===== config.mk =====
export PLATFORM = sky130hd
export DESIGN_NAME = controlUnit
export DESIGN_NICKNAME = d
export VERILOG_FILES = /design/src/design/ctrlPkg.sv /design/src/design/isaPkg.sv /design/src/design/controlUnit.sv
export SDC_FILE = /design/constraint.sdc
export NUM_CORES = 1
export LEC_CHECK = 0
export ABC_AREA = 1
export BUFFER_PORTS_ARGS = -buffer_cell sky130_fd_sc_hd__buf_2
export CORE_UTILIZATION = 30
export DETAILED_ROUTE_END_ITERATION = 7
export GPL_ROUTABILITY_DRIVEN = 0
export PLACE_DENSITY_LB_ADDON = 0.2
export SYNTH_ARGS = -nofsm -noshare
export SYNTH_HDL_FRONTEND = slang
export SYNTH_SLANG_ARGS = --single-unit

===== constraint.sdc =====
create_clock -name Clock -period 1.6 [get_ports Clock]
set_clock_uncertainty 0.1 [all_clocks]
set_input_delay 0.24 -clock Clock [delete_from_list [all_inputs] [get_ports Clock]]
set_output_delay 0.24 -clock Clock [all_outputs]
set_load 0.01 [all_outputs]

===== src/design/ctrlPkg.sv =====
`default_nettype none

package ctrlPkg;

    // Sequencer states, one instruction walks through them in order
    typedef enum logic [2:0] {
        stFetch     = 3'd0,
        stDecode    = 3'd1,
        stExecute   = 3'd2,
        stWaitAlu   = 3'd3,
        stMemory    = 3'd4,
        stWriteback = 3'd5,
        stUpdatePc  = 3'd6
    } stateT;

    // Register write source
    typedef enum logic [1:0] {
        wbAlu  = 2'd0,
        wbLoad = 2'd1,
        wbPc   = 2'd2
    } wbSelT;

endpackage

`default_nettype wire


===== src/design/isaPkg.sv =====
`default_nettype none

package isaPkg;

    // Datapath widths
    localparam int dataWidth = 32;
    localparam int pcWidth = 26;
    localparam int regIdxWidth = 6;

    // Opcode field, bits 31..26
    typedef enum logic [5:0] {
        opAlu     = 6'h00,
        opAluImm  = 6'h01,
        opLoad    = 6'h02,
        opStore   = 6'h03,
        opJump    = 6'h04,
        opJumpReg = 6'h05,
        opJal     = 6'h06,
        opBeqz    = 6'h07
    } opcodeT;

    // Funct field, bits 5..0
    typedef enum logic [5:0] {
        aluAdd = 6'h00,
        aluSub = 6'h01,
        aluAnd = 6'h02,
        aluOr  = 6'h03,
        aluXor = 6'h04,
        // Signed compare
        aluSlt = 6'h05,
        aluShl = 6'h06,
        // Logical, amount from low 5 bits
        aluShr = 6'h07,
        aluMul = 6'h08
    } aluFuncT;

endpackage

`default_nettype wire


===== src/design/controlUnit.sv =====
`default_nettype none

module controlUnit (
    input  logic                         Clock,
    input  logic                         rstN,
    input  logic                         instrLoaded,
    input  logic                         dataLoaded,
    input  logic                         dataStored,
    input  logic                         aluDone,
    input  logic                         isLoad,
    input  logic                         isStore,
    input  logic                         isJump,
    input  logic                         isBranch,
    input  logic                         writesReg,
    input  logic [isaPkg::dataWidth-1:0] rs1Data,
    output logic                         readInstr,
    output logic                         readData,
    output logic                         writeData,
    output logic                         decodeEn,
    output logic                         aluStart,
    output logic                         regWrite,
    output logic                         pcStep,
    output logic                         pcJump
);

    ctrlPkg::stateT state;
    ctrlPkg::stateT stateNext;
    logic           branchTaken;
    logic           takeJump;

    always_ff @(posedge Clock or negedge rstN) begin
        if (!rstN) begin
            state <= ctrlPkg::stFetch;
        end else begin
            state <= stateNext;
        end
    end

    always_comb begin
        stateNext = state;
        case (state)
            ctrlPkg::stFetch: begin
                if (instrLoaded) begin
                    stateNext = ctrlPkg::stDecode;
                end
            end
            ctrlPkg::stDecode:  stateNext = ctrlPkg::stExecute;
            ctrlPkg::stExecute: stateNext = ctrlPkg::stWaitAlu;
            ctrlPkg::stWaitAlu: begin
                if (aluDone) begin
                    stateNext = (isLoad || isStore) ? ctrlPkg::stMemory : ctrlPkg::stWriteback;
                end
            end
            ctrlPkg::stMemory: begin
                // Load data is written directly on its pulse
                if ((isLoad && dataLoaded) || (isStore && dataStored)) begin
                    stateNext = ctrlPkg::stUpdatePc;
                end
            end
            ctrlPkg::stWriteback: stateNext = ctrlPkg::stUpdatePc;
            ctrlPkg::stUpdatePc:  stateNext = ctrlPkg::stFetch;
            default:              stateNext = ctrlPkg::stFetch;
        endcase
    end

    // Strobes stay up until the memory answers
    assign readInstr = (state == ctrlPkg::stFetch);
    assign readData  = (state == ctrlPkg::stMemory) && isLoad;
    assign writeData = (state == ctrlPkg::stMemory) && isStore;

    assign decodeEn = readInstr && instrLoaded;
    assign aluStart = (state == ctrlPkg::stExecute);

    assign regWrite = writesReg && ((state == ctrlPkg::stWriteback)
                                    || (readData && dataLoaded));

    // Zero check on rs1 for beqz
    assign branchTaken = isBranch && (rs1Data == '0);
    assign takeJump    = isJump || branchTaken;

    assign pcJump = (state == ctrlPkg::stUpdatePc) && takeJump;
    assign pcStep = (state == ctrlPkg::stUpdatePc) && !takeJump;

endmodule

`default_nettype wire


==> reports/metrics.yaml <==
syn-instance-count: 68
wl_per_cell_um: 8.25
fin_nets: 167
final_cells: 137
yosysWarnings: 0
final.setup.tns_ps: 0
fmax_ghz: 0.666
min_path_type: "input pin to flip-flop"
tightest_slew_ps: 256
fillers: 122
core_area_um2: 1160
wl_um: 1130
ys_seq_area_frac: 0.192
max_cap_viol_count: 0
drtPass1Iterations: 3
cp.arrival_ps: 1160
whs_ps: 218
portBuffers: 50
reg2reg_depth: 5
regMostFlops: "state"
cp-end-kind: "primary output"
peakVddDrop_mv: 0.442
grt_pass1_wl_um: 2010
row_count: 12
combPwrFrac: 0.594
power.internal_uw: 391
grt_pass1_vias: 533
largest_reg_flops: 3
swShare: 0.456
pwr-share-clk: 0.181
cp-endpoint: "readData"
die_h_um: 38.1
cts-root-buf: "clkbuf_4"
num_vias: 576
layout_commonest_cell: "buf_2"
grt_max_degree: 8
grt-ovfl-total: 0
cts_tree: "built"
power_leakage_uw: 0.000407
min_period_ps: 1500
areaGrowthSynthToFinish_pct: 78.2
rr_startpoint: "state[1]"
initial_core_util: 0.338
final_antenna_net_count: 0
cp.required_ps: 1260
reg2reg_slack_ps: 370
cts_buffer_depth: 2
powerDensity_nw_per_um2: 1030
viasPerCell: 4.20
clk_latency_ps: 230
p_total_uw: 720
setup_viol: 0
rsz0062_at_grt: "no"
drc: 0
drv_slew: 0
clock-sinks: 3
insertedDiodeCount: 0
syn_area_per_cell_um2: 5.74
pwr-share-seq: 0.225
drtIter0Drc: 20
cp_max_fo: 5
outcome: "completed"
htreeDepth: 1
reg_top3: "state: 3 flops"
grtUsageTotal: 0.194
finalHoldViolCount: 0
utilization: 0.602
synth-seq-cells: 3
cp-startpoint: "state[1]"
syn_area_um2: 390
finalCritPeriodShare: 0.938
dieArea_um2: 1450
worstSetupStartpointType: "flip-flop"
path_class: "flip-flop to primary output"
cts_made_buffers: 3
dp_cells: 132
antenna_found_initial: 0
final_cell_mix: "buf_2, nor2_1, nand2_1"
dp_hpwl_um: 1000
synth_cell_types: 19
slew_headroom: 0.829
syn_nets: 111
reg2reg_to: "state[2]"
chipWidth_um: 38.1
layout-drive-gt1-share: 0.545
ios: 51
clkTransAtPathRegs_ps: 40
switchingPower_uw: 328
final cells by class:
| type | instances | area (um^2) | area share |
|---|---|---|---|
| multi-input cells | 55 | 278 | 0.399 |
| repair buffers | 51 | 260 | 0.374 |
| flip-flops and latches | 3 | 76.3 | 0.110 |
| inverters | 10 | 37.5 | 0.0540 |
| clock buffers | 4 | 26.3 | 0.0378 |
| well taps | 14 | 17.5 | 0.0252 |
worst min-delay path by stage:
stage | start | endpoint | slack [ps] | cells past startpoint
floorplan | rstN | state[0] | -160 | 0
global placement | rstN | state[0] | -60 | 1
detailed placement | rstN | state[2] | -60 | 1
CTS | aluDone | state[1] | 210 | 4
global route | aluDone | state[1] | 240 | 4
finish | aluDone | state[1] | 220 | 4
worst max-delay path, cell delays in order (launching register included):
cell and delay (ps):
dfrtp_1 450, nor2_4 170, nand2_2 90, nor2_1 90
buf_2 130
power by group through the flow:
stage | Clock, uW | Sequential [uW] | Combinational [uW]
2_1_floorplan | 0 | 147 | 293
3_3_place_gp | 0 | 156 | 417
3_5_place_dp | 0 | 154 | 430
4_1_cts | 138 | 156 | 429
5_1_grt | 143 | 168 | 487
6_report | 131 | 162 | 427
routing by layer:
layer / wire, um / up-vias / global-route usage
met5: 0 / - / 0
met4: 9 / 0 / 0.125
met3: 51 / 2 / 0.0174
met2: 584 / 15 / 0.352
met1: 485 / 234 / 0.212
li1: - / 325 / -
cell usage after synthesis, drive strengths merged:
| cell type | count | share of area |
|---|---|---|
| nor2 | 25 | 0.26 |
| nand2 | 13 | 0.14 |
| inv | 10 | 0.096 |
| dfrtp | 3 | 0.19 |
| nand3 | 3 | 0.051 |
| nand4 | 3 | 0.048 |
| nor3 | 3 | 0.051 |
| a21oi | 2 | 0.026 |
| o21ai | 2 | 0.035 |
| a31oi | 1 | 0.032 |
| and2 | 1 | 0.016 |
| o211ai | 1 | 0.019 |
| o21bai | 1 | 0.029 |
through the flow:
step	setup WS, ps	cell area [um^2]
2_1_floorplan	412	390
3_3_place_gp	204	658
3_5_place_dp	191	658
4_1_cts	39.6	694
5_1_grt	7.44	696
6_report	99.5	696
repair_timing:
action,CTS,global route
hold buffers,1,0
setup endpoints to repair,0,5
resized for setup,0,2
buffers inserted,0,0
endpoints found under the hold margin,3,0
cell families (layout without fill, tap and decap cells):
kind of cell / count (synthesis) / count (layout) / share of synthesized area
and+or+nand+nor: 48 / 48 / 0.571
buffers and inverters: 10 / 65 / 0.0962
AOI/OAI and AO/OA: 7 / 7 / 0.141
DFF: 3 / 3 / 0.192
Power figures use the tool's default switching activity.
