**src/design/ctrlPkg.sv**
```systemverilog
`default_nettype none

package ctrlPkg;

    // Sequencer states, one instruction walks through them in order
    typedef enum logic [2:0] {
        stFetch     = 3'd0,
        stDecode    = 3'd1,
        stExecute   = 3'd2,
        stWaitAlu   = 3'd3,
        stMemory    = 3'd4,
        stWriteback = 3'd5,
        stUpdatePc  = 3'd6
    } stateT;

    // Register write source
    typedef enum logic [1:0] {
        wbAlu  = 2'd0,
        wbLoad = 2'd1,
        wbPc   = 2'd2
    } wbSelT;

endpackage

`default_nettype wire

```
**src/design/isaPkg.sv**
```systemverilog
`default_nettype none

package isaPkg;

    // Datapath widths
    localparam int dataWidth = 32;
    localparam int pcWidth = 26;
    localparam int regIdxWidth = 6;

    // Opcode field, bits 31..26
    typedef enum logic [5:0] {
        opAlu     = 6'h00,
        opAluImm  = 6'h01,
        opLoad    = 6'h02,
        opStore   = 6'h03,
        opJump    = 6'h04,
        opJumpReg = 6'h05,
        opJal     = 6'h06,
        opBeqz    = 6'h07
    } opcodeT;

    // Funct field, bits 5..0
    typedef enum logic [5:0] {
        aluAdd = 6'h00,
        aluSub = 6'h01,
        aluAnd = 6'h02,
        aluOr  = 6'h03,
        aluXor = 6'h04,
        // Signed compare
        aluSlt = 6'h05,
        aluShl = 6'h06,
        // Logical, amount from low 5 bits
        aluShr = 6'h07,
        aluMul = 6'h08
    } aluFuncT;

endpackage

`default_nettype wire

```
**src/design/registerFile.sv**
```systemverilog
`default_nettype none

module registerFile (
    input  logic                           Clock,
    input  logic                           rstN,
    input  logic [isaPkg::regIdxWidth-1:0] rs1Idx,
    input  logic [isaPkg::regIdxWidth-1:0] rs2Idx,
    input  logic [isaPkg::regIdxWidth-1:0] rdIdx,
    input  logic                           regWrite,
    input  ctrlPkg::wbSelT                 wbSel,
    input  logic [isaPkg::dataWidth-1:0]   aluResult,
    input  logic [isaPkg::dataWidth-1:0]   loadData,
    input  logic [isaPkg::pcWidth-1:0]     pc,
    output logic [isaPkg::dataWidth-1:0]   rs1Data,
    output logic [isaPkg::dataWidth-1:0]   rs2Data
);

    localparam int numRegs = 2 ** isaPkg::regIdxWidth;

    logic [isaPkg::dataWidth-1:0] regs [numRegs];
    logic [isaPkg::dataWidth-1:0] writeData;

    // Writeback source
    always_comb begin
        case (wbSel)
            ctrlPkg::wbLoad: writeData = loadData;
            ctrlPkg::wbPc:   writeData = {{(isaPkg::dataWidth - isaPkg::pcWidth){1'b0}}, pc};
            default:         writeData = aluResult;
        endcase
    end

    // Register 0 is never written, so it reads as zero
    always_ff @(posedge Clock or negedge rstN) begin
        if (!rstN) begin
            for (int i = 0; i < numRegs; i++) begin
                regs[i] <= '0;
            end
        end else if (regWrite && (rdIdx != '0)) begin
            regs[rdIdx] <= writeData;
        end
    end

    assign rs1Data = regs[rs1Idx];
    assign rs2Data = regs[rs2Idx];

endmodule

`default_nettype wire

```
**config.mk**
```make
export PLATFORM = sky130hd
export DESIGN_NAME = registerFile
export DESIGN_NICKNAME = d
export VERILOG_FILES = /design/src/design/ctrlPkg.sv /design/src/design/isaPkg.sv /design/src/design/registerFile.sv
export SDC_FILE = /design/constraint.sdc
export NUM_CORES = 2
export LEC_CHECK = 0
export BUFFER_PORTS_ARGS = -buffer_cell sky130_fd_sc_hd__buf_2
export CAP_MARGIN = 10
export CELL_PAD_IN_SITES_DETAIL_PLACEMENT = 1
export CELL_PAD_IN_SITES_GLOBAL_PLACEMENT = 2
export CORE_ASPECT_RATIO = 0.8
export CORE_MARGIN = 4
export CORE_UTILIZATION = 44
export CTS_BUF_LIST = sky130_fd_sc_hd__clkbuf_16
export DETAILED_ROUTE_END_ITERATION = 10
export PLACE_DENSITY = 0.78
export SLEW_MARGIN = 20
export SYNTH_ARGS = -nofsm -noshare
export SYNTH_HDL_FRONTEND = slang
export SYNTH_SLANG_ARGS = --single-unit
```
**constraint.sdc**
```tcl
create_clock -name Clock -period 3.1 [get_ports Clock]
set_clock_uncertainty 0.2 [all_clocks]
set_input_delay 0.465 -clock Clock [delete_from_list [all_inputs] [get_ports Clock]]
set_output_delay 0.465 -clock Clock [all_outputs]
set_load 0.01 [all_outputs]
```
==> results.json <==
{
  "status": "finished with violations",
  "violations": "negative setup slack",
  "clk_pin_slew_worst_paths_ns": 0.06,
  "finalCriticalPeriod_ns": 4.04,
  "core_mm2": 0.235,
  "met1Wirelength_mm": 188,
  "timing.fmax_mhz": 247,
  "drc": 0,
  "wl_mm": 466,
  "synth_top_family_by_area": "multiplexers",
  "start_util_pct": 44.2,
  "hold_violations": 0,
  "post_drt_wl_per_cell_um": 35.3,
  "routabilityCongestion": 0.931,
  "async_flop_share_pct": 100,
  "ir_worst_vdd_v": 0.000424,
  "largest_register_ff_count": 2048,
  "tns_ns": -22.27,
  "worstPathRequired_ns": 2.43,
  "vias": 88500,
  "critPathMaxStageDelay_ns": 0.58,
  "r2r_start": "regs[542]",
  "hpwl_mm": 313,
  "io_pins": 177,
  "hold_depth": 4,
  "grt_pass1_vias": 91200,
  "fin_crit_sh_pct": 130,
  "place_inst": 12600,
  "setup_ws_ns": -0.942,
  "ff2ff_path_depth": 5,
  "htreeDepth": 4,
  "worstPathMaxFanout": 3,
  "drt-vias-per-instance": 6.70,
  "instances_no_fill": 13200,
  "ys_ff_latch": 2048,
  "synth_xor_area_share_pct": 0,
  "final_nets": 10000,
  "drv_slew": 0,
  "overflow": 0,
  "clock-sinks": 2048,
  "post-place-ws_ns": -1.26,
  "synth_cell_types": 51,
  "netlist_instances": 9280,
  "die_h_um": 443,
  "cts-root-buf": "clkbuf_16",
  "antenna_found_initial": 17,
  "syn_area_mm2": 0.104,
  "yosysSeqAreaShare_pct": 49.3,
  "syn2layout_area_growth_pct": 24.4,
  "post_synth_fa_ha_maj_area_fraction_pct": 0.0241,
  "grt_max_degree": 116,
  "synth_edf_count": 0,
  "worst_pin_slew_ns": 1.05,
  "routed-wl-met3_mm": 46.8,
  "cpMostUsedCell": "mux4_2",
  "slew_headroom_pct": 30.2,
  "yosys_warnings": 0,
  "start_kind": "register",
  "numCtsBuffers": 223,
  "synth_compound_area_share_pct": 14.1,
  "wl_met2_mm": 204,
  "min_to": "regs[349]",
  "synth.avg_cell_area_um2": 11.2,
  "synth_fp_nets": 9395,
  "end_kind": "output port",
  "crit_slowest_cell": "mux4_2",
  "p_leak_uw": 0.0558,
  "drtIter0Drc": 11100,
  "track_usage_pct": 38.0,
  "top_layer_used": "met5",
  "dieArea_mm2": 0.244,
  "r2r_end": "regs[542]",
  "synthMuxAreaShare_pct": 23.6,
  "fin_util_pct": 55.0,
  "worstHoldStart": "aluResult[29]",
  "drv_cap": 0,
  "dieWidth_um": 551,
  "largest_register": "regs",
  "top_regs": "regs (2048)",
  "ff2ff_setup_slack_ns": 1.89,
  "path_cells": "mux4_2, mux4_2, nand2_4, o211ai_1, clkbuf_16, buf_6",
  "cp.arrival_ns": 3.38,
  "first_pass_iters": 6,
  "rows": 159,
  "clk_latency_ns": 0.90,
  "rsz0062_at_grt": "true",
  "synth-simple-area-share_pct": 8.96,
  "antenna_left": 0,
  "path_class": "reg2out",
  "holdCritPathClass": "in2reg",
  "synth_ff_type": "dfrtp_1",
  "port_buffers": 176,
  "setup_viol": 64,
  "drive_above_1_share_pct": 31.6,
  "grt_first_pass_wirelength_mm": 673,
  "cts_tree": "yes",
  "clk_path_buf_depth": 4,
  "hold_slack_ns": 0.00237,
  "p_per_area_mw_per_mm2": 576
}
[synthesized netlist by cell type (12+ instances only)]
cell type	count	area, µm²
a211o_1	12	105
a211oi_1	12	90.1
a21oi_1	144	721
a221oi_1	91	797
a22o_1	63	552
a22oi_1	58	435
a31oi_1	16	100
buf_1	34	128
buf_2	123	616
buf_4	60	450
clkbuf_1	765	2870
dfrtp_1	2048	51200
mux2i_1	170	1700
mux4_2	1008	22700
nand2_1	2140	8030
nand2b_1	23	144
nand3_1	24	120
nor2_1	87	327
nor2b_1	23	144
nor3_1	35	175
o21ai_0	2067	10300
o221ai_1	65	569
o22ai_1	114	713
[layout make-up]
class | instances | area, µm²
timing repair buffer | 1371 | 14200
clock buffer | 225 | 5630
sequential | 2048 | 51300
inverter | 6 | 23.8
tap | 3139 | 3930
antenna | 15 | 37.5
fill | 23900 | 106000
multi-input combinational | 6238 | 52500
clock inverter | 170 | 1610
[critical path, delay by kind of cell, from the launching register on]
kind	cells	cell delay, ns
mux	2	1.05
buf+inv	2	0.43
simple gates	1	0.16
flops	1	0.41
compound gates	1	0.40
[routing by layer]
metal	global-route usage (%)	vias up
li1	-	35200
met1	53.6	47000
met2	54.8	5238
met3	8.87	1101
met4	19.9	2
met5	0	-
[cell families after synthesis]
logic type / count (synthesis)
adders and majority gates: 2
DFF: 2048
and+or+nand+nor: 2384
buffers and inverters: 994
AOI/OAI and AO/OA: 2669
muxes: 1183
[power breakdown]
| part | internal [µW] | leakage [µW] | switching (µW) |
|---|---|---|---|
| sequential | 29700 | 0.0278 | 2600 |
| combinational | 6540 | 0.0243 | 7930 |
| clock | 15800 | 0.00372 | 11800 |
[repair_timing]
item,4_1_cts,5_1_grt
hold endpoints to repair,2392,0
pin swaps,149,87
endpoints found under the setup margin,64,64
setup buffers,120,49
hold buffers,31,0
resized for setup,568,142
cloned,4,2
[cells in the final DEF (no fill, tap or decap), types with 33 or more instances in the layout]
cell type,n
a221oi_4,49
a21oi_4,41
buf_12,265
o21ai_0,2037
nor2_1,57
buf_6,91
nand2_1,2067
clkbuf_16,228
o22ai_1,65
inv_1,43
a21oi_1,72
clkinv_2,41
buf_2,128
a22oi_1,37
buf_4,829
a22o_1,63
a221oi_2,34
bufinv_16,33
mux2i_1,137
mux4_2,1008
o22ai_2,42
dfrtp_1,2047
nand2_4,45
clkinv_1,49
[worst max-delay path by stage]
stage                     startpoint          end  cells after the start  slack [ns]
after detailed placement   rs1Idx[0]  rs1Data[15]                     11       -1.26
after global routing      regs[1711]  rs1Data[15]                      6       -0.94
after global placement     rs1Idx[0]  rs1Data[15]                     11       -1.31
after floorplan            rs1Idx[0]  rs1Data[12]                      8        0.17
after CTS                 regs[1679]  rs1Data[15]                      6       -0.99
final                     regs[1711]  rs1Data[15]                      6       -0.94
[metrics by stage]
step                cell area [µm²]  total power [µW]
finish                       129000             74400
global route                 129000             76900
CTS                          128000             73900
detailed placement           117000             45400
global placement             117000             44600
floorplan                    104000             38900
Note: power is estimated with default switching activity, not from simulation.
