===== config.mk =====
export PLATFORM = sky130hd
export DESIGN_NAME = alu
export DESIGN_NICKNAME = d
export VERILOG_FILES = /design/src/design/isaPkg.sv /design/src/design/alu.sv
export SDC_FILE = /design/constraint.sdc
export NUM_CORES = 1
export LEC_CHECK = 0
export BUFFER_PORTS_ARGS = -buffer_cell sky130_fd_sc_hd__buf_2
export CORE_UTILIZATION = 43
export DETAILED_ROUTE_END_ITERATION = 16
export PLACE_DENSITY = 0.68
export SYNTH_ARGS = -nofsm -noshare
export SYNTH_HDL_FRONTEND = slang
export SYNTH_SLANG_ARGS = --single-unit
export TNS_END_PERCENT = 30

===== constraint.sdc =====
create_clock -name Clock -period 5.1 [get_ports Clock]
set_input_delay 0.255 -clock Clock [delete_from_list [all_inputs] [get_ports Clock]]
set_output_delay 0.255 -clock Clock [all_outputs]
set_load 0.01 [all_outputs]

===== src/design/isaPkg.sv =====
`default_nettype none

package isaPkg;

    // Datapath widths
    localparam int dataWidth = 32;
    localparam int pcWidth = 26;
    localparam int regIdxWidth = 6;

    // Opcode field, bits 31..26
    typedef enum logic [5:0] {
        opAlu     = 6'h00,
        opAluImm  = 6'h01,
        opLoad    = 6'h02,
        opStore   = 6'h03,
        opJump    = 6'h04,
        opJumpReg = 6'h05,
        opJal     = 6'h06,
        opBeqz    = 6'h07
    } opcodeT;

    // Funct field, bits 5..0
    typedef enum logic [5:0] {
        aluAdd = 6'h00,
        aluSub = 6'h01,
        aluAnd = 6'h02,
        aluOr  = 6'h03,
        aluXor = 6'h04,
        // Signed compare
        aluSlt = 6'h05,
        aluShl = 6'h06,
        // Logical, amount from low 5 bits
        aluShr = 6'h07,
        aluMul = 6'h08
    } aluFuncT;

endpackage

`default_nettype wire


===== src/design/alu.sv =====
`default_nettype none

module alu (
    input  logic                         Clock,
    input  logic                         rstN,
    input  logic                         aluStart,
    input  isaPkg::aluFuncT              aluFunc,
    input  logic                         useImm,
    input  logic                         usePcOperand,
    input  logic [isaPkg::dataWidth-1:0] rs1Data,
    input  logic [isaPkg::dataWidth-1:0] rs2Data,
    input  logic [isaPkg::dataWidth-1:0] imm,
    input  logic [isaPkg::pcWidth-1:0]   pc,
    output logic                         aluDone,
    output logic [isaPkg::dataWidth-1:0] aluResult
);

    logic [isaPkg::dataWidth-1:0] opA;
    logic [isaPkg::dataWidth-1:0] opB;
    logic [isaPkg::dataWidth-1:0] simpleResult;
    logic [isaPkg::dataWidth-1:0] mcand;
    logic [isaPkg::dataWidth-1:0] mplier;
    logic [isaPkg::dataWidth-1:0] acc;
    logic [isaPkg::dataWidth-1:0] accNext;
    logic [4:0]                   stepCnt;
    logic                         mulBusy;
    logic                         mulLast;
    logic                         startMul;

    assign opA = usePcOperand ? {{(isaPkg::dataWidth - isaPkg::pcWidth){1'b0}}, pc} : rs1Data;
    assign opB = useImm ? imm : rs2Data;

    always_comb begin
        case (aluFunc)
            isaPkg::aluAdd: simpleResult = opA + opB;
            isaPkg::aluSub: simpleResult = opA - opB;
            isaPkg::aluAnd: simpleResult = opA & opB;
            isaPkg::aluOr:  simpleResult = opA | opB;
            isaPkg::aluXor: simpleResult = opA ^ opB;
            isaPkg::aluSlt: simpleResult = {31'b0, $signed(opA) < $signed(opB)};
            isaPkg::aluShl: simpleResult = opA << opB[4:0];
            isaPkg::aluShr: simpleResult = opA >> opB[4:0];
            default:        simpleResult = '0;
        endcase
    end

    assign startMul = aluStart && (aluFunc == isaPkg::aluMul);
    // Shift-and-add step, the first one runs on the start edge
    assign accNext = mplier[0] ? acc + mcand : acc;
    assign mulLast = mulBusy && (stepCnt == '0);

    always_ff @(posedge Clock or negedge rstN) begin
        if (!rstN) begin
            aluDone <= 1'b0;
            mulBusy <= 1'b0;
            stepCnt <= '0;
        end else begin
            aluDone <= (aluStart && !startMul) || mulLast;
            if (startMul) begin
                mulBusy <= 1'b1;
                stepCnt <= 5'd30;
            end else if (mulBusy) begin
                mulBusy <= !mulLast;
                stepCnt <= stepCnt - 5'd1;
            end
        end
    end

    always_ff @(posedge Clock) begin
        if (startMul) begin
            acc    <= opB[0] ? opA : '0;
            mcand  <= opA << 1;
            mplier <= opB >> 1;
        end else if (mulBusy) begin
            acc    <= accNext;
            mcand  <= mcand << 1;
            mplier <= mplier >> 1;
        end
        if (aluStart && !startMul) begin
            aluResult <= simpleResult;
        end else if (mulLast) begin
            aluResult <= accNext;
        end
    end

endmodule

`default_nettype wire


==> key figures <==
STA
  – Tmin final: 4626 ps
  – Worst Slack Setup Final: 474.3 ps
  – Slew Viols, Final: 0
  – Final hold vios: 0
  – RSZ-0062 raised after global routing: false
  – Slew headroom: 0.2251
  – FMAX: 216.2 MHz
  – Setup violators final: 0
  – Setup Skew: 15.75 ps
  – Period utilization: 0.9070
  – Slew @ Worst Pin: 1150 ps
  – Setup TNS: 0 ps

GRT
  – Pin count of the biggest net entering global routing: 86
  – Initial antenna violation count: 0
  – GRT Overall Usage: 0.3593
  – Grt ovf: 0
  – Global-route wire length before repair: 102700 um
  – Vias in the first global route: 16070

Power and ir drop
  – PD cells: 479.6 nW/um^2
  – Seq pwr share: 0.272
  – LEAKAGE: 7.949 nW
  – VDD IR-drop max: 0.2442 mV
  – Sw Pwr: 4.044 mW
  – Switching share of power: 0.4620
  – Pint: 4.710 mW
  – Clock power frac: 0.146
  – Comb pwr share: 0.582

Floorplan
  – Die width: 196.3 um
  – Starting Density: 0.4401
  – Chip height: 196.3 um
  – Core Region: 36870 um^2
  – # rows: 70
  – Die ar.: 38520 um^2
  – I/O pins: 166

Layout
  – Nets: 2469
  – Area occupied by multi-input gates: 11290 um^2
  – ANT cells: 0
  – FF/Latch Area: 3959 um^2
  – Post-route cell area: 18250 um^2
  – Share of cells above drive strength 1: 0.1492
  – P&R area growth vs syn: 12.48%
  – Layout fillers: 3608

Clock tree
  – Clk pin slew, worst setup/hold paths: 70 ps
  – Clock tree sinks: 133
  – Clk root buf: clkbuf_16
  – Total CTS buffers: 17
  – Clk Latency, worst-skew pair: 470 ps
  – Setup Fix Bufs, Post-CTS: 0
  – # H-tree levels: 4
  – CTS max path bufs: 2
  – CTS tree: done

Yosys
  – Synthesized flop and latch total: 133
  – Synth cell types: 88
  – Synthesized area: 16230 um^2
  – Seq/Total Area, Yosys: 0.2440
  – EDFF count, synth: 126
  – Mapped Avg Cell Area: 7.820 um^2
  – Syn Inst Count: 2075
  – Post-synth ARST share: 0.05263
  – Post-synth top flop: edfxtp_1
  – Net count after synthesis: 2357
  – Total of warnings raised by yosys: 0

Routing
  – ANT nets after route: 0
  – Drt via density: 6.465
  – WL per Instance: 26.03 um
  – Vias: 17470
  – DRT iter0 DRCs: 2243
  – Drt total wl: 70370 um
  – Number of remaining DRC errors: 0
  – First drt pass iteration count: 10

Setup path
  – Critical Path Start: useImm
  – R2R Path Start: mcand[1]$_SDFFCE_PN0P_
  – Worst Path Arrival: 4790 ps
  – Worst-path fanout max: 21
  – Crit. End Element: register
  – Required @ worst endpoint: 5260 ps
  – Critical path class: in -> reg
  – Startpoint types: input port

Worst hold path
  – Worst min-delay path class: in -> async

Place
  – Port-buffer cells: 165
  – Worst slack at placement: 245.5 ps
  – DP Wirelength: 54890 um
  – Placed Area: 17670 um^2
  – GPL Wtd Cong: 1.087

Run status
  – Outcome: finished, final reports clean

Flow run
  – Max-Cap Viols: 0
path summary, 6_finish.rpt:
path | end | slack [ps] | depth (start not counted)
worst max-delay path | aluResult[27]$_DFFE_PP_ | 470 | 13
worst min-delay path | mulBusy$_DFF_PN0_ | 170 | 2
worst max register to register | aluResult[31]$_DFFE_PP_ | 1340 | 12
worst min register to register | mplier[8]$_DFFE_PP_ | 520 | 2
max in group asynchronous | aluDone$_DFF_PN0_ | 4740 | 2
min in group Clock | mplier[4]$_DFFE_PP_ | 240 | 3
metrics by stage:
step | total power [mW] | util | std cells | hold slack [ps]
after floorplan | 5.843 | - | 2075 | -40.59
after global placement | 7.214 | 0.4791 | 2671 | 108.9
after detailed placement | 7.328 | 0.4791 | 2671 | 113.1
after CTS | 8.638 | 0.4950 | 2703 | 146.4
after global routing | 9.300 | 0.4950 | 2703 | 181.5
final | 8.754 | 0.4950 | 2703 | 172.6
what timing repair did:
action                                 CTS  global route
gates resized for setup                  0             0
endpoints found under the hold margin    7             0
hold buffers                             1             0
cell usage in the layout, fill, tap and decap left out, drive strengths merged, types with 8 or more instances in the layout:
| master | n |
|---|---|
| nor2b | 13 |
| nor3 | 41 |
| o21ai | 195 |
| o221ai | 17 |
| a21o | 28 |
| nand2b | 19 |
| a22oi | 10 |
| edfxtp | 126 |
| nand4 | 8 |
| and3 | 15 |
| a221o | 8 |
| o21a | 16 |
| o211ai | 23 |
| a31o | 8 |
| ha | 146 |
| nand3 | 60 |
| mux2i | 138 |
| a31oi | 23 |
| clkbuf | 17 |
| inv | 111 |
| o21bai | 16 |
| a211oi | 38 |
| o22ai | 45 |
| or3 | 8 |
| xnor2 | 24 |
| nor2 | 186 |
| a21oi | 199 |
| nand2 | 228 |
| o31ai | 17 |
| a221oi | 17 |
| mux2 | 11 |
| xor2 | 9 |
| nor4 | 12 |
| and2 | 13 |
| a222oi | 9 |
| buf | 236 |
synth_stat cells, types with 10 or more instances:
master / instances / area share
nand2_1: 228 / 0.053
a21oi_1: 195 / 0.060
o21ai_0: 191 / 0.059
nor2_1: 184 / 0.043
ha_1: 146 / 0.11
mux2i_1: 132 / 0.081
edfxtp_1: 126 / 0.23
inv_1: 101 / 0.023
clkbuf_1: 94 / 0.022
nand3_1: 60 / 0.019
o22ai_1: 45 / 0.017
nor3_1: 41 / 0.013
a211oi_1: 38 / 0.018
a21o_1: 28 / 0.013
buf_2: 28 / 0.0086
xnor2_1: 24 / 0.013
a31oi_1: 22 / 0.0085
o211ai_1: 22 / 0.010
nand2b_1: 19 / 0.0073
a221oi_1: 17 / 0.0092
o221ai_1: 17 / 0.0092
o21a_1: 16 / 0.0074
o21bai_1: 16 / 0.0074
o31ai_1: 16 / 0.0074
and3_1: 15 / 0.0058
and2_1: 13 / 0.0050
buf_1: 13 / 0.0030
nor2b_1: 13 / 0.0050
nor4_1: 12 / 0.0046
mux2_2: 11 / 0.0076
a22oi_1: 10 / 0.0046
cell families after synthesis:
| group | Yosys count | share of synthesized area |
|---|---|---|
| multiplexers | 149 | 0.09577 |
| flip-flops | 133 | 0.2440 |
| adder cells (fa/ha/maj) | 149 | 0.1163 |
| XOR/XNOR | 33 | 0.01781 |
| AO/OA/AOI/OAI | 731 | 0.2888 |
| buffers and inverters | 251 | 0.06346 |
| AND/OR/NAND/NOR | 629 | 0.1739 |
registers in the layout, indices dropped and copies added (netlist names):
register   flops
acc           32
aluDone        1
aluResult     32
mcand         31
mplier        31
mulBusy        1
stepCnt        5
critical path: stages:
cell and delay (ps):
buf_2 120, buf_4 430, mux2i_1 460, ha_1 460, a21o_1 230, a221oi_1 420, o221ai_1 270, or3_1 390
o211ai_1 420, nand2b_1 130, a221o_1 370, a211oi_1 550, o32ai_1 250
power by group through the flow:
stage / clock (mW) / combinational [mW] / sequential [mW]
global route: 1.33 / 5.54 / 2.43
CTS: 1.30 / 4.97 / 2.37
global placement: 0 / 4.84 / 2.37
finish: 1.28 / 5.09 / 2.38
floorplan: 0 / 3.49 / 2.35
detailed placement: 0 / 4.94 / 2.38
layer usage:
layer  share of wire  GRT usage
met1            0.45     0.5249
met2            0.42     0.5169
met3            0.10    0.06756
met4           0.038     0.1383
met5               0          0
final cells by class:
type | count | area share
well taps | 504 | 0.03455
flip-flops and latches | 133 | 0.2169
multi-input cells | 1691 | 0.6187
clock buffers | 17 | 0.02331
inverters | 107 | 0.02200
repair buffers | 237 | 0.07636
clock inverters | 14 | 0.008226
Note: power is estimated with default switching activity, not from simulation.
