File: src/design/isaPkg.sv
`default_nettype none

package isaPkg;

    // Datapath widths
    localparam int dataWidth = 32;
    localparam int pcWidth = 26;
    localparam int regIdxWidth = 6;

    // Opcode field, bits 31..26
    typedef enum logic [5:0] {
        opAlu     = 6'h00,
        opAluImm  = 6'h01,
        opLoad    = 6'h02,
        opStore   = 6'h03,
        opJump    = 6'h04,
        opJumpReg = 6'h05,
        opJal     = 6'h06,
        opBeqz    = 6'h07
    } opcodeT;

    // Funct field, bits 5..0
    typedef enum logic [5:0] {
        aluAdd = 6'h00,
        aluSub = 6'h01,
        aluAnd = 6'h02,
        aluOr  = 6'h03,
        aluXor = 6'h04,
        // Signed compare
        aluSlt = 6'h05,
        aluShl = 6'h06,
        // Logical, amount from low 5 bits
        aluShr = 6'h07,
        aluMul = 6'h08
    } aluFuncT;

endpackage

`default_nettype wire

File: src/design/programCounter.sv
`default_nettype none

module programCounter (
    input  logic                         Clock,
    input  logic                         rstN,
    input  logic                         pcStep,
    input  logic                         pcJump,
    input  logic                         absJump,
    input  logic [isaPkg::dataWidth-1:0] aluResult,
    input  logic [isaPkg::dataWidth-1:0] rs1Data,
    output logic [isaPkg::pcWidth-1:0]   pc
);

    logic [isaPkg::pcWidth-1:0] jumpTarget;

    // Register jump takes rs1, relative targets come from the ALU
    assign jumpTarget = absJump ? rs1Data[isaPkg::pcWidth-1:0]
                                : aluResult[isaPkg::pcWidth-1:0];

    always_ff @(posedge Clock or negedge rstN) begin
        if (!rstN) begin
            pc <= '0;
        end else if (pcJump) begin
            pc <= jumpTarget;
        end else if (pcStep) begin
            pc <= pc + 1'b1;
        end
    end

endmodule

`default_nettype wire

File: config.mk
export PLATFORM = sky130hd
export DESIGN_NAME = programCounter
export DESIGN_NICKNAME = d
export VERILOG_FILES = /design/src/design/isaPkg.sv /design/src/design/programCounter.sv
export SDC_FILE = /design/constraint.sdc
export NUM_CORES = 1
export LEC_CHECK = 0
export ABC_AREA = 1
export BUFFER_PORTS_ARGS = -buffer_cell sky130_fd_sc_hd__buf_2
export CORE_MARGIN = 2
export CORE_UTILIZATION = 30
export CTS_BUF_LIST = sky130_fd_sc_hd__clkbuf_8
export CTS_CLUSTER_DIAMETER = 60
export CTS_CLUSTER_SIZE = 30
export DETAILED_ROUTE_END_ITERATION = 8
export PLACE_DENSITY = 0.64
export SKIP_CTS_REPAIR_TIMING = 1
export SKIP_LAST_GASP = 1
export SLEW_MARGIN = 20
export SYNTH_ARGS = -nofsm -noshare
export SYNTH_HDL_FRONTEND = slang
export SYNTH_SLANG_ARGS = --single-unit
File: constraint.sdc
create_clock -name Clock -period 2.9 [get_ports Clock]
set_input_delay 0.29 -clock Clock [delete_from_list [all_inputs] [get_ports Clock]]
set_output_delay 0.29 -clock Clock [all_outputs]
set_load 0.02 [all_outputs]
==> results of run 1 <==
==> power breakdown <==
part / switching (mW) / internal, mW
Clock: 0.118 / 0.0932
Combinational: 0.257 / 0.145
Sequential: 0.0703 / 0.410
Total: 0.445 / 0.648
==> worst max-delay path, stage by stage (launching register included) <==
cell and delay [ns]:
dfrtp_1 0.41, ha_1 0.22, nand2_2 0.09, nor2_4 0.17
nand2_2 0.10, nor2_2 0.23, nand2_1 0.08, nand2_1 0.07
nand3_2 0.06, a21oi_2 0.11
==> cells by family after synthesis <==
kind of cell / after synthesis
AND/OR/NAND/NOR: 212
XOR/XNOR: 2
AO/OA/AOI/OAI: 69
adder cells (fa/ha/maj): 1
flip-flops: 26
buffers and inverters: 52
==> routing by layer <==
| metal | share of wire (%) | GRT usage (%) |
|---|---|---|
| met4 | 0.92 | 3.16 |
| met2 | 46 | 26.6 |
| met5 | 0 | 0 |
| met1 | 48 | 22.4 |
| met3 | 4.7 | 2.25 |
==> placed cells by master, fill, tap and decap left out, types with 2 or more instances in the layout <==
master	n
o31ai_1	2
nand3_1	28
nand3_2	4
xor2_1	2
nor2_4	8
nor2_1	46
o21ai_1	2
o21ai_0	29
nor2_2	3
a21oi_1	27
nand2_1	106
dfrtp_1	26
buf_4	4
nand2_4	2
a22oi_1	2
buf_2	82
inv_1	36
nand2_2	11
a21oi_2	4
nand4_1	2
clkbuf_8	3
a31oi_1	2
==> final cells by class <==
| type | count | share of cell area, % |
|---|---|---|
| Clock buffer | 3 | 1.48 |
| Timing Repair Buffer | 86 | 15.8 |
| Inverter | 36 | 4.85 |
| Sequential cell | 26 | 23.3 |
| Tap cell | 99 | 4.45 |
| Multi-Input combinational cell | 284 | 50.1 |
==> worst max path at each step <==
| stage | slack (ns) | start | cells past startpoint | to |
|---|---|---|---|---|
| global placement | 1.09 | pcJump | 6 | pc[24] |
| global route | 1.16 | pc[1] | 9 | pc[22] |
| finish | 1.30 | pc[1] | 9 | pc[22] |
| detailed placement | 1.08 | pcJump | 6 | pc[24] |
| floorplan | 1.35 | pc[1] | 10 | pc[10] |
| CTS | 1.27 | pc[1] | 9 | pc[22] |
==> per-stage QoR <==
| step | hold WS, ns | setup slack [ns] | cell area, sq um |
|---|---|---|---|
| 6_report | 0.0212 | 1.30 | 2790 |
| 5_1_grt | 0.0660 | 1.16 | 2790 |
| 4_1_cts | 0.0349 | 1.27 | 2790 |
| 3_5_place_dp | 0.336 | 1.08 | 2750 |
| 3_3_place_gp | 0.327 | 1.09 | 2750 |
| 2_1_floorplan | -0.00559 | 1.35 | 2260 |
==> results_dict.tcl, run 1 <==
set metrics [dict create \
    synth_commonest_cells "nand2_1 (106), nor2_1 (46), inv_1 (36)" \
    vias 2486 \
    worstPathArrival_ns 1.81 \
    grt_antenna_before_repair 0 \
    netlist_top_cells_area "dfrtp_1 (29%), nand2_1 (18%), nor2_1 (7.6%)" \
    ys.flop_type "dfrtp_1" \
    clock_latency_ns 0.27 \
    drcViolationCount 0 \
    synth_mux_area_share_pct 0 \
    wl_per_cell_microns 12.5 \
    nNetsFinal 507 \
    drive_gt1_share_pct 28.0 \
    grt_pass1_wl_microns 11100 \
    place_inst 531 \
    power_mw 1.09 \
    yosys_warnings 0 \
    io_buffers 82 \
    peakVddDrop_mv 0.178 \
    io_pins 95 \
    postRouteAntennaNets 0 \
    syn-mean-instance-area_sq_um 6.24 \
    cap_violations 0 \
    synth_edf_count 0 \
    synth-compound-area-share_pct 16.6 \
    synth_top_area_share_pct 28.8 \
    gr-usage-all-layers_pct 16.1 \
    clockRootBuffer "clkbuf_8" \
    critPathLaunchType "flip-flop" \
    synth_cell_type_count 26 \
    crit_path_end_kind "flip-flop" \
    stdcell_count 534 \
    seq_area_sq_um 651 \
    timing.rr.start "pc[1]" \
    h-tree-depth 1 \
    cts_buffer_depth 2 \
    status "completed" \
    maxSlewHeadroom_pct 47.2 \
    finalSetupViolCount 0 \
    hpwl_microns 5090 \
    drt-pass1-iter-count 4 \
    drv_slew 0 \
    syn-cell-area_sq_mm 0.00226 \
    antenna_cells 0 \
    p_leak_nw 1.43 \
    finClkSkew_ns 0.00809 \
    worst-slew-pin-transition_ns 0.792 \
    cts_made_buffers 3 \
    n_fill_cell 843 \
    gp_congestion 0.860 \
    synth_nets 432 \
    synth_fa_ha_area_share_pct 0.554 \
    synthesis.instances 362 \
    layout_min_cycle_time_ns 1.60 \
    die_area_sq_mm 0.00824 \
    yosysTopAreaCell "dfrtp_1" \
    cts_sinks 26 \
    ys_seq_elements 26 \
    fmax_ghz 0.625 \
    die_h_microns 90.8 \
    holdCritPathClass "primary input to async pin" \
    final_util_pct 38.2 \
    reg2reg_to "pc[22]" \
    synthToLayoutAreaGrowth_pct 23.3 \
    r2r_setup_slack_ns 1.30 \
    start_util_pct 31.0 \
    multi_input_area_sq_mm 0.00140 \
    routed_via_density 4.66 \
    required_ns 3.11 \
    finalHoldViolCount 0 \
    yosys.area_share.simple_pct 43.8 \
    rows 31 \
    biggestRegsByFlops "pc (26)" \
    largest_reg_flops 26 \
    tns_ns 0 \
    drt_iter0_drc 133 \
    top_register "pc" \
    rsz0062_at_grt "no" \
    first_global_vias 2349 \
    die_w_microns 90.8 \
    synth_most_common_cell "nand2_1" \
    path_clk_slew_ns 0.10 \
    crit_type "flip-flop to flip-flop" \
    finalWirelength_microns 6650 \
    worstPathMaxFanout 4 \
    coreArea_sq_mm 0.00729 \
    p_per_area_mw_per_mm2 392 \
    postSynth.asyncResetShare_pct 100 \
    tritoncts "yes" \
    overflow 0 \
    fin_crit_sh_pct 55.2 \
    grt_max_degree 28 \
    synthXorXnorAreaFrac_pct 0.775 \
    r2r_cells 9 \
    synth_seq_area_share_pct 28.8 \
    synth_top_family_by_area "simple AND/OR/NAND/NOR gates" \
]
(Power assumes the default switching activity.)
==> run 2: changes to the inputs <==
Clock period 2.9 ns to 1.6 ns, I/O delays scaled along.
==> run 2 against run 1 <==
Count of clock-buffer cells in the layout unchanged. Non-clock buffer count grew 14. Register-to-register slack worse by 1.3 ns. Worst setup slack worse by 1.3 ns. Die area is the same. Combinational power is 97% higher. Utilization rose by 2.1 points. Global-route usage grew 0.88 points. Routed wire length increased by 4.3%. Critical path type unchanged. Largest power group unchanged. Highest routed layer unchanged.
==> results_dict.tcl, run 2 (synthesis results as in run 1) <==
set metrics [dict create \
    r2r_cells 9 \
    hold_path.startpoint "aluResult[2]" \
    gr-usage-all-layers_pct 17.0 \
    grt_max_degree 30 \
    whs_path_depth 3 \
    largest_reg_flops 26 \
    drive_gt1_share_pct 30.9 \
    cts_sinks 26 \
    die_area_sq_mm 0.00824 \
    tritoncts "yes" \
    routed_via_density 4.62 \
    io_pins 95 \
    coreArea_sq_mm 0.00729 \
    wl_per_cell_microns 12.6 \
    final_util_pct 40.3 \
    drcViolationCount 0 \
    start_util_pct 31.0 \
    holdWs_ns 0.176 \
    layout_min_cycle_time_ns 1.58 \
    drt_iter0_drc 117 \
    clock_latency_ns 0.28 \
    path_clk_slew_ns 0.10 \
    grt_pass1_wl_microns 11500 \
    antenna_cells 0 \
    p_leak_nw 1.50 \
    timing.rr.start "pc[0]" \
    cts_made_buffers 3 \
    fin_crit_sh_pct 98.9 \
    top_register "pc" \
    worstPathMaxFanout 4 \
    p_per_area_mw_per_mm2 757 \
    cts_buffer_depth 2 \
    critical_path.slowest_cell "dfrtp_1" \
    status "completed" \
    rsz0062_at_grt "yes" \
    worst-slew-pin-transition_ns 0.633 \
    crit_path_end_kind "flip-flop" \
    synthToLayoutAreaGrowth_pct 30.0 \
    crit_top_cell "o21ai_0" \
    rows 31 \
    worstHoldEndpoint "pc[2]" \
    r2r_setup_slack_ns 0.02 \
    reg2reg_to "pc[8]" \
    overflow 0 \
    mostFrequentLayoutCell "nand2_1" \
    biggestRegsByFlops "pc (26)" \
    h-tree-depth 1 \
    critPathLaunchType "flip-flop" \
    drt-pass1-iter-count 4 \
    holdCritPathClass "primary input to flip-flop" \
    fmax_ghz 0.632 \
    die_h_microns 90.8 \
    vias 2539 \
    hpwl_microns 5410 \
    required_ns 1.83 \
    finalWirelength_microns 6940 \
    cap_violations 0 \
    finClkSkew_ns 0.00608 \
    drv_slew 0 \
    die_w_microns 90.8 \
    grt_antenna_before_repair 0 \
    crit_chain "ha_2 -> nand2_2 -> nor2_4 -> nand2_4 -> buf_4 -> xor2_1 -> o21ai_0 -> o21ai_0 -> inv_1" \
    peakVddDrop_mv 0.340 \
    crit_type "flip-flop to flip-flop" \
    finalSetupViolCount 0 \
    worstPathArrival_ns 1.81 \
    postRouteAntennaNets 0 \
    power_mw 2.22 \
    max_stage_delay_ns 0.38 \
    nNetsFinal 521 \
    gp_congestion 0.878 \
    maxSlewHeadroom_pct 57.8 \
    first_global_vias 2410 \
    clockRootBuffer "clkbuf_8" \
    tns_ns 0 \
    io_buffers 82 \
    layout_common_cells "nand2_1 (106), buf_2 (82), nor2_1 (46)" \
    finalHoldViolCount 0 \
]
run 2: how the worst max path moves through the flow:
| stage | startpoint | end | slack, ns | cells after the start |
|---|---|---|---|---|
| after floorplan | pc[1] | pc[10] | 0.05 | 10 |
| after global placement | pc[0] | pc[22] | 0.11 | 9 |
| after detailed placement | pc[0] | pc[22] | 0.06 | 9 |
| after CTS | pc[0] | pc[22] | 0.03 | 9 |
| after global routing | pc[1] | pc[10] | -0.07 | 10 |
| final | pc[0] | pc[8] | 0.02 | 9 |
run 2: area by class of cell:
cell class	count	area (sq um)
Clock buffer	3	41.3
Clock inverter	1	30.0
Fill cell	826	4350
Inverter	36	135
Multi-Input combinational cell	284	1410
Sequential cell	26	652
Tap cell	99	124
Timing Repair Buffer	100	548
run 2: routing by layer:
| layer | GRT usage [%] | up-vias | share of wire [%] |
|---|---|---|---|
| met5 | 0 | - | 0 |
| met2 | 28.0 | 53 | 47 |
| met4 | 3.91 | 0 | 0.78 |
| li1 | - | 1335 | - |
| met3 | 2.34 | 5 | 3.7 |
| met1 | 23.6 | 1146 | 48 |
run 2: metrics by stage:
step,cell area [sq um],cells,setup slack (ns)
finish,2940,549,0.0178
global route,2940,549,-0.0723
CTS,2890,545,0.0259
detailed placement,2820,541,0.0572
global placement,2820,541,0.111
floorplan,2260,362,0.0500
run 2: power breakdown:
part	leakage, nW	switching (mW)	total, mW	internal, mW
clock	0.0357	0.237	0.572	0.336
combinational	1.16	0.493	0.791	0.298
sequential	0.304	0.117	0.861	0.743
run 2: worst max-delay path: cells and delay by family (launching register included):
family                   cells  cell delay [ns]
buffers and inverters        2             0.21
AND/OR/NAND/NOR              3             0.38
flip-flops                   1             0.38
AO/OA/AOI/OAI                2             0.23
XOR/XNOR                     1             0.13
adder cells (fa/ha/maj)      1             0.21
