### config.mk
export PLATFORM = sky130hd
export DESIGN_NAME = instructionDecoder
export DESIGN_NICKNAME = d
export VERILOG_FILES = /design/src/design/ctrlPkg.sv /design/src/design/isaPkg.sv /design/src/design/instructionDecoder.sv
export SDC_FILE = /design/constraint.sdc
export NUM_CORES = 1
export LEC_CHECK = 0
export ABC_AREA = 1
export BUFFER_PORTS_ARGS = -buffer_cell sky130_fd_sc_hd__buf_4
export CORE_UTILIZATION = 45
export DETAILED_ROUTE_END_ITERATION = 16
export GPL_TIMING_DRIVEN = 1
export PLACE_DENSITY = 0.92
export SYNTH_ARGS = -nofsm -noshare
export SYNTH_HDL_FRONTEND = slang
export SYNTH_SLANG_ARGS = --single-unit
export TNS_END_PERCENT = 1
### constraint.sdc
create_clock -name Clock -period 1.8 [get_ports Clock]
set_input_delay 0.36 -clock Clock [delete_from_list [all_inputs] [get_ports Clock]]
set_output_delay 0.36 -clock Clock [all_outputs]
set_load 0.05 [all_outputs]
### src/design/ctrlPkg.sv
`default_nettype none

package ctrlPkg;

    // Sequencer states, one instruction walks through them in order
    typedef enum logic [2:0] {
        stFetch     = 3'd0,
        stDecode    = 3'd1,
        stExecute   = 3'd2,
        stWaitAlu   = 3'd3,
        stMemory    = 3'd4,
        stWriteback = 3'd5,
        stUpdatePc  = 3'd6
    } stateT;

    // Register write source
    typedef enum logic [1:0] {
        wbAlu  = 2'd0,
        wbLoad = 2'd1,
        wbPc   = 2'd2
    } wbSelT;

endpackage

`default_nettype wire

### src/design/isaPkg.sv
`default_nettype none

package isaPkg;

    // Datapath widths
    localparam int dataWidth = 32;
    localparam int pcWidth = 26;
    localparam int regIdxWidth = 6;

    // Opcode field, bits 31..26
    typedef enum logic [5:0] {
        opAlu     = 6'h00,
        opAluImm  = 6'h01,
        opLoad    = 6'h02,
        opStore   = 6'h03,
        opJump    = 6'h04,
        opJumpReg = 6'h05,
        opJal     = 6'h06,
        opBeqz    = 6'h07
    } opcodeT;

    // Funct field, bits 5..0
    typedef enum logic [5:0] {
        aluAdd = 6'h00,
        aluSub = 6'h01,
        aluAnd = 6'h02,
        aluOr  = 6'h03,
        aluXor = 6'h04,
        // Signed compare
        aluSlt = 6'h05,
        aluShl = 6'h06,
        // Logical, amount from low 5 bits
        aluShr = 6'h07,
        aluMul = 6'h08
    } aluFuncT;

endpackage

`default_nettype wire

### src/design/instructionDecoder.sv
`default_nettype none

module instructionDecoder (
    input  logic                           Clock,
    input  logic                           rstN,
    input  logic                           decodeEn,
    input  logic [isaPkg::dataWidth-1:0]   instruction,
    output logic [isaPkg::regIdxWidth-1:0] rs1Idx,
    output logic [isaPkg::regIdxWidth-1:0] rs2Idx,
    output logic [isaPkg::regIdxWidth-1:0] rdIdx,
    output logic [isaPkg::dataWidth-1:0]   imm,
    output isaPkg::aluFuncT                aluFunc,
    output logic                           useImm,
    output logic                           usePcOperand,
    output logic                           isLoad,
    output logic                           isStore,
    output logic                           isJump,
    output logic                           isBranch,
    output logic                           isLink,
    output logic                           absJump,
    output logic                           writesReg,
    output ctrlPkg::wbSelT                 wbSel
);

    logic [isaPkg::dataWidth-1:0] instrQ;
    isaPkg::opcodeT               opcode;
    logic [isaPkg::dataWidth-1:0] smallImm;
    logic [isaPkg::dataWidth-1:0] largeImm;

    always_ff @(posedge Clock or negedge rstN) begin
        if (!rstN) begin
            instrQ <= '0;
        end else if (decodeEn) begin
            instrQ <= instruction;
        end
    end

    assign opcode = isaPkg::opcodeT'(instrQ[31:26]);
    assign rdIdx  = instrQ[25:20];
    assign rs1Idx = instrQ[19:14];
    assign rs2Idx = instrQ[13:8];

    assign smallImm = {{18{instrQ[13]}}, instrQ[13:0]};
    assign largeImm = {{6{instrQ[25]}}, instrQ[25:0]};

    always_comb begin
        imm          = smallImm;
        aluFunc      = isaPkg::aluAdd;
        useImm       = 1'b0;
        usePcOperand = 1'b0;
        isLoad       = 1'b0;
        isStore      = 1'b0;
        isJump       = 1'b0;
        isBranch     = 1'b0;
        isLink       = 1'b0;
        absJump      = 1'b0;
        writesReg    = 1'b0;
        case (opcode)
            isaPkg::opAlu: begin
                aluFunc   = isaPkg::aluFuncT'(instrQ[5:0]);
                writesReg = 1'b1;
            end
            isaPkg::opAluImm: begin
                aluFunc   = isaPkg::aluFuncT'(instrQ[5:0]);
                useImm    = 1'b1;
                writesReg = 1'b1;
            end
            isaPkg::opLoad: begin
                useImm    = 1'b1;
                isLoad    = 1'b1;
                writesReg = 1'b1;
            end
            isaPkg::opStore: begin
                useImm  = 1'b1;
                isStore = 1'b1;
            end
            isaPkg::opJump: begin
                imm          = largeImm;
                useImm       = 1'b1;
                usePcOperand = 1'b1;
                isJump       = 1'b1;
            end
            isaPkg::opJumpReg: begin
                isJump  = 1'b1;
                absJump = 1'b1;
            end
            isaPkg::opJal: begin
                imm          = largeImm;
                useImm       = 1'b1;
                usePcOperand = 1'b1;
                isJump       = 1'b1;
                isLink       = 1'b1;
                writesReg    = 1'b1;
            end
            isaPkg::opBeqz: begin
                // Target is PC plus small immediate, condition checked later
                useImm       = 1'b1;
                usePcOperand = 1'b1;
                isBranch     = 1'b1;
            end
            default: begin
                // Unknown opcode falls through as a no-op
            end
        endcase
    end

    // Link has priority, it writes the current PC
    assign wbSel = isLink ? ctrlPkg::wbPc : (isLoad ? ctrlPkg::wbLoad : ctrlPkg::wbAlu);

endmodule

`default_nettype wire

==> results of run 1 <==
metal layers:
| layer | global-route usage | wire length, µm |
|---|---|---|
| met5 | 0 | 0 |
| met1 | 0.219 | 1660 |
| met4 | 0.0638 | 16 |
| met2 | 0.371 | 2460 |
| met3 | 0.0360 | 265 |
critical path, cell delays in order (launching register included):
cell     delay (ns)
dfrtp_1        0.41
nor2_4         0.14
buf_4          0.15
buf_6          0.10
nand3_1        0.10
o21ai_1        0.12
buf_6          0.18
cell type report:
class                      count  share of cell area
clock buffer                   6              0.0262
timing repair buffer         113               0.363
sequential                    32               0.290
inverter                      12              0.0181
clock inverter                 2              0.0127
multi-input combinational     93               0.268
tap                           50              0.0226
Yosys cell counts, drive strengths merged:
cell   instances
nand3          4
nand4         12
o21ai         11
buf           48
mux2          23
nor2          15
nor3           2
nand2         26
dfrtp         32
inv           12
metrics by stage:
step	power (mW)	hold slack, ns
2_1_floorplan	1.67	0.0644
5_1_grt	2.73	0.0357
4_1_cts	2.61	0.0167
6_report	2.61	0.0131
3_3_place_gp	1.83	0.318
3_5_place_dp	1.86	0.319
kinds of logic after synthesis:
group	synth area share
simple gates	0.152
buf+inv	0.220
flops	0.420
mux	0.179
compound gates	0.0289
power breakdown:
group          internal, mW  switching, mW
clock network         0.410          0.247
logic                 0.401          0.695
registers             0.791         0.0680
worst max path at each step:
| stage | startpoint | endpoint | slack (ns) | cells past startpoint |
|---|---|---|---|---|
| final | instrQ[31] | useImm | -0.02 | 6 |
| after global routing | instrQ[31] | isLoad | -0.11 | 5 |
| after CTS | instrQ[30] | imm[19] | -0.05 | 7 |
| after detailed placement | instrQ[29] | imm[25] | 0.14 | 4 |
| after global placement | instrQ[29] | imm[25] | 0.18 | 4 |
| after floorplan | instrQ[31] | isLoad | -0.33 | 3 |
repair_timing:
item | 4_1_cts | 5_1_grt
pin swaps | 3 | 2
setup buffers | 6 | 1
setup endpoints to repair | 31 | 34
gates cloned | 2 | 0
gates resized for setup | 40 | 19
hold buffers | 0 | 0
==> reports/qor.yml, run 1 <==
status:
  outcome: "finished with violations"
  violations: "setup timing"
finish:
  reg_top3: "instrQ (32)"
  regArea_um2: 803
  largest_reg_flops: 32
  multiInputGateArea_um2: 741
  largest_register: "instrQ"
  final_cell_mix: "buf_4 (75), buf_6 (36), dfrtp_1 (30)"
  design_area_mm2: 0.00277
  layout.nets: 292
  num_antenna_cells: 0
  drive_gt1_frac: 0.632
  layout_commonest_cell: "buf_4"
  instances_no_fill: 308
  n_fill_cell: 334
  final_core_util: 0.687
  area_growth_pct: 45.1
critical_path:
  critical_path.startpoint_type: "register"
  cp.arrival_ns: 1.46
  r2r_slack_ns: 0.94
  ff2ff_path_depth: 1
  crit_required_ns: 1.44
  worstSetupPathType: "reg2out"
  r2r-end: "instrQ[13]"
  cp-end-kind: "output pin"
  cp_max_fo: 4
  rr_startpoint: "instrQ[13]"
clock_tree:
  htreeDepth: 2
  clk_pin_slew_ns: 0.06
  clock_path_buffers: 2
  tritoncts: "yes"
  clock-sinks: 32
  cts-root-buf: "clkbuf_8"
  cts_buffers: 5
  insertion_delay_ns: 0.27
timing:
  rsz0062_at_grt: "true"
  finClkSkew_ns: 0
  fmax_mhz: 549
  fin_crit_ns: 1.82
  hold_violations: 0
  fin_crit_sh: 1.01
  fin_setup_tns_ns: -0.188
  maxSlewViolCount: 0
  setup_viol: 15
  setup_slack_ns: -0.0224
  slew-limit-headroom: 0.732
  tightest_slew_ns: 0.402
route:
  vias: 1525
  drt_pass1_iterations: 4
  postRouteAntennaNets: 0
  avgRoutedWirePerCell_um: 14.3
  drt_wl_total_mm: 4.40
  route.detailed.drc: 0
  drtIter0Drc: 44
  via_per_inst: 4.95
yosys:
  synth_nets: 220
  yosysTopAreaCell: "dfrtp_1"
  synthesis.instances: 185
  synth_largest_type_area_fraction: 0.420
  avgSynthCellArea_um2: 10.3
  yosys_warnings: 0
  syn_area_mm2: 0.00191
  synth_seq_cells: 32
  seq_area_frac_synth: 0.420
  synth.distinct_cells: 19
  ys_top_cells_by_area: "dfrtp_1 (42%), mux2_4 (17%), buf_4 (16%), nand2_1 (4.9%), nand4_1 (3.9%)"
global_route:
  antenna_found_initial: 0
  grt_pass1_vias: 1481
  grt_pass1_wl_mm: 6.53
  grt_overflow: 0
  grt_start_max_net_pins: 33
  grtUsageTotal: 0.198
placed_design:
  io_buffers: 101
  dp_slack_ns: 0.136
  gp_congestion: 0.709
  placedCellCount: 291
  dpl_cell_area_mm2: 0.00239
  hpwl_mm: 3.10
die:
  rows: 23
  pin_count: 102
  core_area_mm2: 0.00403
  die_h_um: 67.1
  start_util: 0.473
  die-area_mm2: 0.00450
  die_x_um: 67.1
power:
  ir_worst_vdd_mv: 0.840
  p_per_area_mw_per_mm2: 944
  leakagePower_nw: 1.43
run:
  drv_cap: 0
min_path:
  hp-class: "in2async"
(Power assumes the default switching activity.)
==> run 2: changes to the inputs <==
clock period = 1.7 ns   (was 1.8 ns; I/O delays follow)
==> reports/qor.yml, run 2 (same netlist as run 1, synthesis figures left out) <==
finish:
  drive_gt1_frac: 0.668  # was 0.632
  num_antenna_cells: 0  # unchanged
  largest_register: "instrQ"  # unchanged
  layout_commonest_cell: "buf_4"  # unchanged
  reg_top3: "instrQ (32)"  # unchanged
  final_cell_mix: "buf_4 (83), dfrtp_1 (28), buf_6 (28)"  # was buf_4 (75), buf_6 (36), dfrtp_1 (30)
  layout.nets: 294  # was 292
  design_area_mm2: 0.00275  # was 0.00277 mm²
  largest_reg_flops: 32  # unchanged
  area_growth_pct: 44.4  # was 45.1%
critical_path:
  crit_required_ns: 1.36  # was 1.44 ns
  cp.arrival_ns: 1.48  # was 1.46 ns
  worstSetupPathType: "reg2out"  # unchanged
  cp_max_fo: 6  # was 4
  critical_path.startpoint_type: "register"  # unchanged
  cp-end-kind: "output pin"  # unchanged
placed_design:
  hpwl_mm: 3.09  # was 3.10 mm
  gp_congestion: 0.677  # was 0.709
  dpl_cell_area_mm2: 0.00240  # was 0.00239 mm²
  io_buffers: 101  # unchanged
  dp_slack_ns: 0.125  # was 0.136 ns
route:
  drt_pass1_iterations: 4  # unchanged
  via_per_inst: 4.92  # was 4.95
  drt_wl_total_mm: 4.57  # was 4.40 mm
  drtIter0Drc: 61  # was 44
  postRouteAntennaNets: 0  # unchanged
  avgRoutedWirePerCell_um: 14.8  # was 14.3 µm
  route.detailed.drc: 0  # unchanged
  vias: 1519  # was 1525
clock_tree:
  insertion_delay_ns: 0.27  # about the same
  cts_buffers: 5  # unchanged
  clock_path_buffers: 2  # unchanged
  tritoncts: "yes"  # unchanged
  cts-root-buf: "clkbuf_8"  # unchanged
  clock-sinks: 32  # unchanged
  htreeDepth: 2  # unchanged
  clk_pin_slew_ns: 0.06  # about the same
timing:
  hold_violations: 0  # unchanged
  rsz0062_at_grt: "true"  # unchanged
  finClkSkew_ns: 0  # unchanged
  setup_viol: 31  # was 15
  fin_crit_sh: 1.07
  tightest_slew_ns: 0.454  # was 0.402 ns
  slew-limit-headroom: 0.697  # was 0.732
  fmax_mhz: 549
  fin_crit_ns: 1.82
  hold_ws_ns: 0.268  # was 0.0131 ns
  maxSlewViolCount: 0  # unchanged
  setup_slack_ns: -0.121  # was -0.0224 ns
power:
  leakagePower_nw: 1.41  # was 1.43 nW
  p_per_area_mw_per_mm2: 971  # was 944 mW/mm²
  ir_worst_vdd_mv: 0.694  # was 0.840 mV
  totalPowerFinal_mw: 2.67  # was 2.61 mW
die:
  core_area_mm2: 0.00403  # unchanged
  die_h_um: 67.1  # unchanged
  rows: 23  # unchanged
  die-area_mm2: 0.00450  # unchanged
  start_util: 0.473  # unchanged
  die_x_um: 67.1  # unchanged
  pin_count: 102  # unchanged
status:
  outcome: "finished with violations"  # unchanged
  violations: "setup timing"  # unchanged
run:
  drv_cap: 0  # unchanged
min_path:
  hp-class: "in2reg"  # was in2async
global_route:
  antenna_found_initial: 0  # unchanged
  grt_start_max_net_pins: 33  # unchanged
  grt_pass1_vias: 1444  # was 1481
  grtUsageTotal: 0.198  # about the same
  grt_pass1_wl_mm: 6.50  # was 6.53 mm
  grt_overflow: 0  # unchanged
run 2: path summary, 6_finish.rpt:
check / from / end / slack [ns] / cells past startpoint
setup / recovery: instrQ[31] / imm[16] / -0.12 / 6
hold / removal: instruction[3] / instrQ[3] / 0.27 / 3
setup reg to reg: instrQ[29] / instrQ[29] / 0.71 / 2
hold reg to reg: instrQ[7] / instrQ[7] / 0.52 / 1
max in group asynchronous: rstN / instrQ[31] / 0.84 / 2
min in group asynchronous: rstN / instrQ[23] / 0.53 / 2
run 2: metrics by stage:
step                utilization  TNS [ns]  cells
floorplan                     -     -2.02    185
global placement          0.595         0    294
detailed placement        0.595         0    294
CTS                       0.648     -3.46    304
global route              0.683     -4.77    309
finish                    0.683     -2.29    309
run 2: critical path: stages, from the launching register on:
cell and delay [ns]:
dfrtp_2 0.45, nor2_4 0.20, nand3_2 0.11, nand2_4 0.10, buf_6 0.14, nand2_2 0.06, buf_6 0.15
run 2: layout make-up:
class                   instances  area (µm²)
flip-flops and latches         32         806
repair buffers                114         968
inverters                      12        45.0
clock buffers                   7        96.3
fillers                       336        1280
well taps                      50        62.6
multi-input cells              94         774
run 2: report_power, final:
group          switching (mW)  leakage, nW  internal (mW)  total [mW]
clock network           0.251       0.0503          0.360       0.611
registers              0.0714        0.374          0.838       0.910
logic                   0.744        0.989          0.407        1.15
run 2: layer usage:
layer	vias up	global-route usage	share of wire
met2	72	0.351	0.54
met4	0	0.0691	0.012
li1	712	-	-
met3	4	0.0531	0.061
met5	-	0	0
met1	731	0.225	0.39
run 2: what timing repair did:
| item | in CTS | in global routing |
|---|---|---|
| setup endpoints to repair | 31 | 35 |
| hold buffers | 1 | 0 |
| pin swaps | 1 | 4 |
| cloned | 0 | 3 |
| endpoints found under the hold margin | 20 | 0 |
| resized for setup | 25 | 35 |
| buffers inserted | 2 | 2 |
